[config.mk]
export PLATFORM = sky130hd
export DESIGN_NAME = mem_bus_subsystem
export DESIGN_NICKNAME = d
export VERILOG_FILES = /design/src/common/mem_req_pkg.sv /design/src/common/axi_pkg.sv /design/src/axi_manager/byte_lane_unit.sv /design/src/axi_manager/axi_manager_fsm.sv /design/src/logic/req_arbiter.sv /design/src/logic/mem_bus_subsystem.sv
export VERILOG_INCLUDE_DIRS = /design/src /design/src/common
export SDC_FILE = /design/constraint.sdc
export NUM_CORES = 1
export LEC_CHECK = 0
export BUFFER_PORTS_ARGS = -buffer_cell sky130_fd_sc_hd__buf_4
export CORE_AREA = 2 2 147 149
export CTS_CLUSTER_DIAMETER = 60
export DETAILED_ROUTE_END_ITERATION = 8
export DIE_AREA = 0 0 149 151
export PLACE_DENSITY = 0.51
export SKIP_CTS_REPAIR_TIMING = 1
export SLEW_MARGIN = 20
export SYNTH_ARGS = -nofsm -noshare
export SYNTH_HDL_FRONTEND = slang
export SYNTH_SLANG_ARGS = --single-unit
[constraint.sdc]
create_clock -name i_clk -period 6.9 [get_ports i_clk]
set_clock_uncertainty 0.1 [all_clocks]
set_input_delay 1.035 -clock i_clk [delete_from_list [all_inputs] [get_ports i_clk]]
set_output_delay 1.035 -clock i_clk [all_outputs]
set_load 0.03 [all_outputs]
[src/common/bus_defines.svh]
//------------------------------
// Bus widths shared by the request and AXI packages
// Include before any width-dependent type
//------------------------------
`ifndef BUS_DEFINES_SVH
`define BUS_DEFINES_SVH

// Physical address width of the core
`define PADDR_WIDTH 32

// Data word width on both the request side and AXI
`define WORD_WIDTH 32

// One strobe bit per byte lane
`define STRB_WIDTH (`WORD_WIDTH / 8)

`endif

[src/common/mem_req_pkg.sv]
//------------------------------
// Core-side request types for the memory bus front end
//------------------------------
`default_nettype none

`include "bus_defines.svh"

package mem_req_pkg;

    // Access size as issued by a requestor
    typedef enum logic [1:0] {
        SIZE_BYTE = 2'd0,
        SIZE_HALF = 2'd1,
        SIZE_WORD = 2'd2        // 2'd3 is never legal
    } size_e;

    typedef logic [`PADDR_WIDTH-1:0] paddr_t;   // Byte address
    typedef logic [`WORD_WIDTH-1:0]  word_t;

    // One load or store from a requestor
    typedef struct packed {
        logic   write;          // High for store
        size_e  size;
        paddr_t addr;           // Unaligned byte address
        word_t  wdata;          // Data in the low bits for sub-word stores
    } mem_req_t;

endpackage : mem_req_pkg

`default_nettype wire

[src/common/axi_pkg.sv]
//------------------------------
// AXI manager channel payloads for single-beat word accesses
//------------------------------
`default_nettype none

`include "bus_defines.svh"

package axi_pkg;

    import mem_req_pkg::*;

    typedef logic [`STRB_WIDTH-1:0] strb_t;     // Byte lane enables

    // AR and AW payload
    typedef struct packed {
        paddr_t addr;           // Always word aligned
    } axi_addr_t;

    // W payload
    typedef struct packed {
        word_t data;            // Lanes already replicated
        strb_t strb;
    } axi_w_t;

endpackage : axi_pkg

`default_nettype wire

[src/axi_manager/byte_lane_unit.sv]
//------------------------------
// Byte lane steering for sub-word loads and stores
//------------------------------
`timescale 1ns/1ps
`default_nettype none

module byte_lane_unit (
    input  wire mem_req_pkg::size_e size,
    input  wire logic [1:0]         offset,      // Byte offset within the word
    input  wire mem_req_pkg::word_t wdata_in,
    output mem_req_pkg::word_t      wdata_out,
    output axi_pkg::strb_t          strb,
    input  wire mem_req_pkg::word_t bus_rdata,
    output mem_req_pkg::word_t      rdata_out
);

    import mem_req_pkg::*;

    // Strobe selects the lanes the access touches
    always_comb begin
        unique case (size)
            SIZE_BYTE: strb = 4'b0001 << offset;                   // One-hot lane
            SIZE_HALF: strb = offset[1] ? 4'b1100 : 4'b0011;
            SIZE_WORD: strb = 4'b1111;
            default:   strb = '0;                                   // Illegal size
        endcase
    end

    // Replicate so the data sits in every possible lane
    always_comb begin
        unique case (size)
            SIZE_BYTE: wdata_out = {4{wdata_in[7:0]}};
            SIZE_HALF: wdata_out = {2{wdata_in[15:0]}};
            SIZE_WORD: wdata_out = wdata_in;
            default:   wdata_out = '0;
        endcase
    end

    // Pick the addressed lane and zero-extend
    always_comb begin
        unique case (size)
            SIZE_BYTE: rdata_out = {24'h0, bus_rdata[{offset, 3'b000} +: 8]};
            SIZE_HALF: rdata_out = {16'h0, bus_rdata[{offset[1], 4'b0000} +: 16]};
            SIZE_WORD: rdata_out = bus_rdata;
            default:   rdata_out = '0;
        endcase
    end

endmodule : byte_lane_unit

`default_nettype wire

[src/axi_manager/axi_manager_fsm.sv]
//------------------------------
// Mealy FSM turning one request into single-beat AXI reads or writes
//------------------------------
`timescale 1ns/1ps
`default_nettype none

`include "bus_defines.svh"

module axi_manager_fsm (
    input  wire logic                  i_clk,
    input  wire logic                  i_rst_n,
    input  wire logic                  sel_valid,
    input  wire mem_req_pkg::mem_req_t sel_req,
    output logic                       done,
    output mem_req_pkg::word_t         rdata,
    output axi_pkg::axi_addr_t         ar,
    output logic                       arvalid,
    input  wire logic                  arready,
    output axi_pkg::axi_addr_t         aw,
    output logic                       awvalid,
    input  wire logic                  awready,
    output axi_pkg::axi_w_t            w,
    output logic                       wvalid,
    input  wire logic                  wready,
    input  wire mem_req_pkg::word_t    r_data,
    input  wire logic                  rvalid,
    output logic                       rready,
    input  wire logic                  bvalid
);

    import mem_req_pkg::*;

    typedef enum logic [2:0] {
        ST_IDLE,
        ST_SEND_RADDR,          // R already in, AR pending
        ST_GET_RDATA,
        ST_SEND_WADDR,          // W already sent
        ST_SEND_WDATA,          // AW already sent
        ST_GET_BRESP
    } state_e;

    state_e state_q, state_d;

    logic  ar_xfer, r_xfer, aw_xfer, w_xfer;
    word_t rdata_q;             // Read beat held when R beats AR
    word_t bus_word;

    assign ar_xfer = arvalid && arready;
    assign r_xfer  = rvalid  && rready;
    assign aw_xfer = awvalid && awready;
    assign w_xfer  = wvalid  && wready;

    always_ff @(posedge i_clk) begin
        if (!i_rst_n) begin
            state_q <= ST_IDLE;
        end else begin
            state_q <= state_d;
        end
    end

    always_ff @(posedge i_clk) begin
        if (state_q == ST_IDLE && r_xfer && !ar_xfer) begin
            rdata_q <= r_data;
        end
    end

    // Next state from the channels that transferred this cycle
    always_comb begin
        state_d = state_q;
        unique case (state_q)
            ST_IDLE: begin
                if (sel_valid && sel_req.write) begin
                    if (aw_xfer && w_xfer)  state_d = ST_GET_BRESP;
                    else if (aw_xfer)       state_d = ST_SEND_WDATA;
                    else if (w_xfer)        state_d = ST_SEND_WADDR;
                end else if (sel_valid) begin
                    if (ar_xfer && r_xfer)  state_d = ST_IDLE;     // Single-cycle read
                    else if (ar_xfer)       state_d = ST_GET_RDATA;
                    else if (r_xfer)        state_d = ST_SEND_RADDR;
                end
            end
            ST_SEND_RADDR: if (ar_xfer) state_d = ST_IDLE;
            ST_GET_RDATA:  if (r_xfer)  state_d = ST_IDLE;
            ST_SEND_WADDR: if (aw_xfer) state_d = ST_GET_BRESP;
            ST_SEND_WDATA: if (w_xfer)  state_d = ST_GET_BRESP;
            ST_GET_BRESP:  if (bvalid)  state_d = ST_IDLE;
            default:       state_d = ST_IDLE;
        endcase
    end

    // Mealy outputs
    always_comb begin
        arvalid = 1'b0;
        rready  = 1'b0;
        awvalid = 1'b0;
        wvalid  = 1'b0;
        done    = 1'b0;
        if (sel_valid) begin
            unique case (state_q)
                ST_IDLE: begin
                    if (sel_req.write) begin
                        awvalid = 1'b1;     // Both write channels offered together
                        wvalid  = 1'b1;
                    end else begin
                        arvalid = 1'b1;
                        rready  = 1'b1;
                        done    = arready && rvalid;
                    end
                end
                ST_SEND_RADDR: begin
                    arvalid = 1'b1;
                    done    = arready;
                end
                ST_GET_RDATA: begin
                    rready = 1'b1;
                    done   = rvalid;
                end
                ST_SEND_WADDR: awvalid = 1'b1;
                ST_SEND_WDATA: wvalid  = 1'b1;
                ST_GET_BRESP:  done    = bvalid;    // B accepted implicitly
                default: ;
            endcase
        end
    end

    // Word-aligned addresses, sub-word handled by strobes and lane muxing
    assign ar.addr = {sel_req.addr[`PADDR_WIDTH-1:2], 2'b00};
    assign aw.addr = {sel_req.addr[`PADDR_WIDTH-1:2], 2'b00};

    assign bus_word = (state_q == ST_SEND_RADDR) ? rdata_q : r_data;

    byte_lane_unit u_byte_lane_unit (
        .size      (sel_req.size),
        .offset    (sel_req.addr[1:0]),
        .wdata_in  (sel_req.wdata),
        .wdata_out (w.data),
        .strb      (w.strb),
        .bus_rdata (bus_word),
        .rdata_out (rdata)
    );

    a_size_legal: assert property (@(posedge i_clk) disable iff (!i_rst_n)
        sel_valid |-> (sel_req.size inside {SIZE_BYTE, SIZE_HALF, SIZE_WORD}));

    // AXI rule, a raised valid holds with its payload until transfer
    a_ar_stable: assert property (@(posedge i_clk) disable iff (!i_rst_n)
        (arvalid && !arready) |=> (arvalid && $stable(ar)));

    a_aw_stable: assert property (@(posedge i_clk) disable iff (!i_rst_n)
        (awvalid && !awready) |=> (awvalid && $stable(aw)));

    a_w_stable: assert property (@(posedge i_clk) disable iff (!i_rst_n)
        (wvalid && !wready) |=> (wvalid && $stable(w)));

endmodule : axi_manager_fsm

`default_nettype wire

[src/logic/req_arbiter.sv]
//------------------------------
// Fixed-priority arbiter with a grant held until done
// Index 0 has the highest priority
//------------------------------
`timescale 1ns/1ps
`default_nettype none

module req_arbiter #(
    parameter int  NUM_REQUESTORS = 3,
    parameter type req_t          = logic
) (
    input  wire logic                      i_clk,
    input  wire logic                      i_rst_n,
    input  wire logic [NUM_REQUESTORS-1:0] req_valid,
    input  wire req_t                      req [NUM_REQUESTORS],
    output logic      [NUM_REQUESTORS-1:0] req_ready,
    output logic                           sel_valid,
    output req_t                           sel_req,
    input  wire logic                      done
);

    localparam int IDX_W = (NUM_REQUESTORS > 1) ? $clog2(NUM_REQUESTORS) : 1;

    logic             locked_q;     // A transaction is in flight
    logic [IDX_W-1:0] grant_q;      // Owner while locked
    logic [IDX_W-1:0] prio_idx;     // Lowest active index
    logic [IDX_W-1:0] sel_idx;

    // Priority encoder, scanned downward so the lowest index wins
    always_comb begin
        prio_idx = '0;
        for (int ii = NUM_REQUESTORS - 1; ii >= 0; ii--) begin
            if (req_valid[ii]) begin
                prio_idx = IDX_W'(ii);
            end
        end
    end

    assign sel_idx   = locked_q ? grant_q : prio_idx;     // Lock overrides new arrivals
    assign sel_valid = locked_q ? req_valid[grant_q] : |req_valid;
    assign sel_req   = req[sel_idx];

    // Completion pulse goes back only to the owner
    always_comb begin
        req_ready          = '0;
        req_ready[sel_idx] = done;
    end

    always_ff @(posedge i_clk) begin
        if (!i_rst_n) begin
            locked_q <= 1'b0;
            grant_q  <= '0;
        end else if (done) begin
            locked_q <= 1'b0;                           // Free on the edge after done
        end else if (!locked_q && sel_valid) begin
            locked_q <= 1'b1;                           // Capture on first cycle
            grant_q  <= prio_idx;
        end
    end

    // Owner must hold its request for the whole transaction
    a_grant_held: assert property (@(posedge i_clk) disable iff (!i_rst_n)
        locked_q |-> req_valid[grant_q]);

    a_grant_stable: assert property (@(posedge i_clk) disable iff (!i_rst_n)
        (locked_q && !done) |=> $stable(req[grant_q]));

    // FSM may only complete what it was given
    a_done_has_req: assert property (@(posedge i_clk) disable iff (!i_rst_n)
        done |-> sel_valid);

endmodule : req_arbiter

`default_nettype wire

[src/logic/mem_bus_subsystem.sv]
//------------------------------
// Memory bus front end top, requestors in and AXI manager out
//------------------------------
`timescale 1ns/1ps
`default_nettype none

module mem_bus_subsystem #(
    parameter int NUM_REQUESTORS = 3
) (
    input  wire logic                      i_clk,
    input  wire logic                      i_rst_n,
    input  wire logic [NUM_REQUESTORS-1:0] req_valid,
    input  wire mem_req_pkg::mem_req_t     req [NUM_REQUESTORS],
    output logic      [NUM_REQUESTORS-1:0] req_ready,
    output mem_req_pkg::word_t             rdata,       // Shared by all requestors
    output axi_pkg::axi_addr_t             ar,
    output logic                           arvalid,
    input  wire logic                      arready,
    output axi_pkg::axi_addr_t             aw,
    output logic                           awvalid,
    input  wire logic                      awready,
    output axi_pkg::axi_w_t                w,
    output logic                           wvalid,
    input  wire logic                      wready,
    input  wire mem_req_pkg::word_t        r_data,
    input  wire logic                      rvalid,
    output logic                           rready,
    input  wire logic                      bvalid       // bready tied high downstream
);

    import mem_req_pkg::*;

    logic     sel_valid;
    mem_req_t sel_req;
    logic     done;

    req_arbiter #(
        .NUM_REQUESTORS (NUM_REQUESTORS),
        .req_t          (mem_req_t)
    ) u_req_arbiter (
        .i_clk     (i_clk),
        .i_rst_n   (i_rst_n),
        .req_valid (req_valid),
        .req       (req),
        .req_ready (req_ready),
        .sel_valid (sel_valid),
        .sel_req   (sel_req),
        .done      (done)
    );

    axi_manager_fsm u_axi_manager_fsm (
        .i_clk     (i_clk),
        .i_rst_n   (i_rst_n),
        .sel_valid (sel_valid),
        .sel_req   (sel_req),
        .done      (done),
        .rdata     (rdata),
        .ar        (ar),
        .arvalid   (arvalid),
        .arready   (arready),
        .aw        (aw),
        .awvalid   (awvalid),
        .awready   (awready),
        .w         (w),
        .wvalid    (wvalid),
        .wready    (wready),
        .r_data    (r_data),
        .rvalid    (rvalid),
        .rready    (rready),
        .bvalid    (bvalid)
    );

endmodule : mem_bus_subsystem

`default_nettype wire

# After elaboration in Yosys (flattened, before gate mapping)
# Cells that the tools add are included.
# op_classes
order_cmp	4
eq_ne	15
shift	3
mux	44
n_bitwise	4
reduce_logical	20
# ops
op	n
$pmux W32 S3	2
$bmux W67 S2	1
$mux W67	2
$mux W3	13
$mux W32	1
$shiftx A32 B6 Y16	1
$shiftx A32 B6 Y8	1
$pmux W3 S6	1
$logic_and A1 B1 Y1	12
$pmux W4 S3	1
$mux W1	11
$ne A5 B3 Y1 const B	2
$mux W2	4
$ne A2 B1 Y1 const B	4
$pmux W1 S2	4
$reduce_and A8 Y1	1
$eq A3 B2 Y1 const B	2
$eq A3 B3 Y1 const B	2
$lt A2 B3 Y1 const B	2
$mux W4	1
$pmux W1 S4	1
$shl A1 B2 Y4 const A	1
$and A3 B3 Y3	1
$eq A3 B1 Y1 const B	1
other kinds (16)	18
# totals
ff_bits	38

# Depth between registers and ports, before layout
# depth
depth_word	18
ltp_mapped	10
mapped_depth_nobuf	6

# Modules after synthesis
# A second synthesis with hierarchy kept.
# unflattened
hier_cells	574
area_unflattened_um2	5283.8
# modules_own_cells
mod	instances	cells_per_inst	area_each_um2	seq_area_each_um2
axi_manager_fsm	1	193	2293.4	1021.0
req_arbiter	1	188	1676.6	60.1
byte_lane_unit	1	193	1313.8	0.0

# Worst setup path after synthesis
# Ideal clock, no wire load.
# synth_timing
path_kind	input -> register
startpoint	input req_valid[1]
endpoint	register u_axi_manager_fsm.rdata_q[0], enable pin
setup_time_ps	502
arrival_time_ps	5350
required_ps	6298
slack_ps	948
path_stages	7
path_buffers	2
path_cell_list	or4b_1 buf_2 and2_1 buf_6 o21ai_0 nand2_1 nor4_1
# synth_via
elab_chain_len	13
# synth_rtl
item	line_no	text
start, declared	mem_bus_subsystem.sv:12	input wire logic [NUM_REQUESTORS-1:0] req_valid,
$mux W2 (2 in series)	req_arbiter.sv:33	if (req_valid[ii]) begin
$mux W2	req_arbiter.sv:39	assign sel_idx = locked_q ? grant_q : prio_idx;
$not A2 Y3 (implied by the code)	req_arbiter.sv:41	assign sel_req = req[sel_idx];
$bmux W67 S2	req_arbiter.sv:41	
$mux W67 (implied by the code) (2 in series)	req_arbiter.sv:41	
$mux W1	axi_manager_fsm.sv:101	if (sel_req.write) begin
$pmux W1 S2	axi_manager_fsm.sv:99	unique case (state_q)
$mux W1	axi_manager_fsm.sv:98	if (sel_valid) begin
$logic_and A1 B1 Y1 (on tied branches)	axi_manager_fsm.sv:49, axi_manager_fsm.sv:48	
$logic_and A1 B1 Y1 or $logic_not A1 Y1 (tied branches)	axi_manager_fsm.sv:62	if (state_q == ST_IDLE && r_xfer && !ar_xfer) begin
$logic_and A1 B1 Y1 *	axi_manager_fsm.sv:62	
end signal, assigned	axi_manager_fsm.sv:63	rdata_q <= r_data;
end, declared	axi_manager_fsm.sv:45	word_t rdata_q;
# Mark *: on every way between the ends. The rest lies on a longest branch, timed or not. The select of a mux whose other input is x is not followed.
# A chain may end at the register's enable or synchronous reset.

==> flow_metrics.py <==
metrics = {
    "worst_hold_path": {
        "worstHoldPathType": "reg -> reg",
        "hold_depth": 2,
    },
    "die": {
        "core_area_um2": 20800,
        "io_pins": 382,
        "fp.dieW_um": 149,
        "fp.dieH_um": 151,
        "start_util_pct": 23.8,
        "die-area_um2": 22500,
        "rows": 53,
    },
    "worst_setup_path": {
        "r2r_slack_ns": 3.48,
        "cp-end-kind": "primary output",
        "r2r_cells": 7,
        "critPathArrivalTime_ns": 3.95,
        "worstSetupPathType": "in -> out",
        "cp_max_fo": 23,
        "start_kind": "input pin",
        "critPathRequiredTime_ns": 5.76,
    },
    "drt": {
        "first_iter_violations": 302,
        "vias_per_cell": 5.12,
        "drc": 0,
        "vias": 6277,
        "wirelength_mm": 26.1,
        "ant_nets": 0,
        "wl_per_cell_um": 21.3,
        "drtPass1Iterations": 5,
    },
    "global_routing": {
        "grt_max_degree": 50,
        "antenna_found_initial": 6,
        "grt_pass1_vias": 5966,
        "grt.total_usage_pct": 21.3,
        "grt_pass1_wl_mm": 36.6,
        "gr-total-overflow": 0,
    },
    "clocking": {
        "cts_tree": "yes",
        "h-tree-depth": 2,
        "cts_sinks": 38,
        "cts-root-buf": "clkbuf_16",
        "clock_latency_ns": 0.28,
        "clock_path_buffers": 2,
        "clk_pin_slew_worst_paths_ns": 0.06,
        "cts_buffers": 5,
    },
    "logic_synthesis": {
        "ys_seq_elements": 38,
        "yosysTopAreaCell": "edfxtp_1",
        "netlist_instances": 634,
        "yosys_warnings": 0,
        "postSynth.asyncResetShare_pct": 0,
        "synth_top_cell_area_share_pct": 19.4,
        "synth_edf_count": 32,
        "synth_area_leaders": "edfxtp_1 19%, mux2i_1 15%, mux2_2 6.8%",
        "ys_types": 57,
        "syn-cell-area_um2": 4960,
        "ys_seq_area_share_pct": 21.8,
        "syn_avg_cell_area_um2": 7.83,
        "postSynth.topFlopCell": "edfxtp_1",
    },
    "timing": {
        "rsz0062_at_grt": "false",
        "hold_viol": 0,
        "finalCritPeriodShare_pct": 73.7,
        "setup_violations": 0,
        "fmax_mhz": 197,
        "setup-tns-final_ns": 0,
        "drv_slew": 0,
        "finalCriticalPeriod_ns": 5.09,
        "setup_ws_ns": 1.81,
        "worst_pin_slew_ns": 1.06,
        "slew_headroom_pct": 29.2,
    },
    "power_and_ir_drop": {
        "power_density_nw_per_um2": 250,
        "cellLeakagePower_nw": 3.75,
        "ir_drop_v": 0.000150,
    },
    "placed_design": {
        "gp_congestion": 0.903,
        "io_buffers": 377,
        "dp_slack_ns": 1.83,
        "dp.cells": 1211,
        "dp_hpwl_mm": 21.1,
    },
    "layout": {
        "layout-drive-gt1-share_pct": 45.9,
        "fin_cells": 1225,
        "nNetsFinal": 1186,
        "nFillCells": 2273,
        "area_delta_synth_final_pct": 58.8,
    },
    "status": {
        "status": "finished clean",
    },
    "job": {
        "cap_violations": 0,
    },
}
-- through the flow --
step / hold WS (ns) / util (%) / area, µm² / power (W)
floorplan: 0.383 / - / 4970 / 0.00125
global placement: 0.450 / 37.1 / 7720 / 0.00176
detailed placement: 0.437 / 37.1 / 7720 / 0.00175
CTS: 0.446 / 37.8 / 7860 / 0.00198
global route: 0.470 / 37.8 / 7880 / 0.00208
finish: 0.449 / 37.9 / 7880 / 0.00197
-- path summary, 6_finish.rpt --
check	from	to
worst min register to register	u_req_arbiter.grant_q[0]	u_req_arbiter.grant_q[0]
worst max register to register	u_req_arbiter.locked_q	u_req_arbiter.grant_q[1]
worst max-delay path	req_valid[1]	w[8]
worst min-delay path	u_req_arbiter.grant_q[0]	u_req_arbiter.grant_q[0]
-- layer usage --
layer / track usage (%) / wire, µm / vias up
met1: 23.9 / 9670 / 2980
met3: 4.37 / 1900 / 26
met5: 0 / 0 / -
met4: 6.00 / 586 / 0
met2: 40.7 / 14000 / 282
li1: - / - / 2989
-- cell families after synthesis --
family | count (synthesis) | share of synthesized area (%)
mux | 106 | 22.1
flops | 38 | 21.8
simple gates | 191 | 18.0
buf+inv | 89 | 10.4
compound gates | 209 | 27.6
other cells | 1 | 0.0756
-- power by group --
part	internal [W]	total [W]	leakage (nW)	switching, W
logic	0.000562	0.00145	3.34	0.000888
clock network	0.000132	0.000226	0.0673	0.0000943
registers	0.000273	0.000298	0.340	0.0000247
total	0.000967	0.00197	3.75	0.00101
-- registers in the layout, indices dropped and copies added (netlist names) --
register and flops:
u_axi_manager_fsm.rdata_q 32, u_axi_manager_fsm.state_q 3, u_req_arbiter.grant_q 2, u_req_arbiter.locked_q 1
-- synth_stat cells, types with 3 or more instances --
library cell   n
clkbuf_1      15
nand3b_1       3
o21ai_0       64
mux2i_1       76
a22oi_1       22
nor4_1         5
a32oi_1       16
nand3_1       31
dfxtp_1        6
and3_1         4
a21o_1        18
buf_1          9
nand2_1       71
o221ai_1       8
edfxtp_1      32
mux2_2        30
nand2b_1       3
and2_1        10
buf_4         35
o22ai_1       17
nor3_1         8
a211oi_1       3
buf_2         23
nor2_1        44
buf_6          3
o21a_1         4
a21boi_0       4
inv_1          3
a21oi_1       30
-- worst max-delay path, cell delays in order --
cell and delay [ns]:
buf_4 0.14, or4b_1 0.63, nand2_2 0.42, nand2_1 0.22
and2_1 0.44, nor2_1 0.73, nor2_1 0.12, buf_4 0.20
-- cells in the final DEF (no fill, tap or decap), types with 16 or more instances in the layout --
cell	count
nand3_1	31
o21ai_0	64
edfxtp_1	32
a21o_1	18
a21oi_1	30
nor2_1	43
nand2_1	71
buf_4	385
o22ai_1	17
a22oi_1	22
mux2_2	30
a32oi_1	16
mux2i_1	76
-- final cells by class --
cell class                      instances  area (µm²)  area share, %
Sequential cell                        38        1080           13.7
Antenna cell                            6        15.0          0.190
Multi-Input combinational cell        510        3400           43.1
Clock buffer                            5         125           1.59
Tap cell                              275         344           4.37
Clock inverter                          3        16.3          0.206
Timing Repair Buffer                  385        2890           36.7
Inverter                                3        11.3          0.143
(Power assumes the default switching activity.)
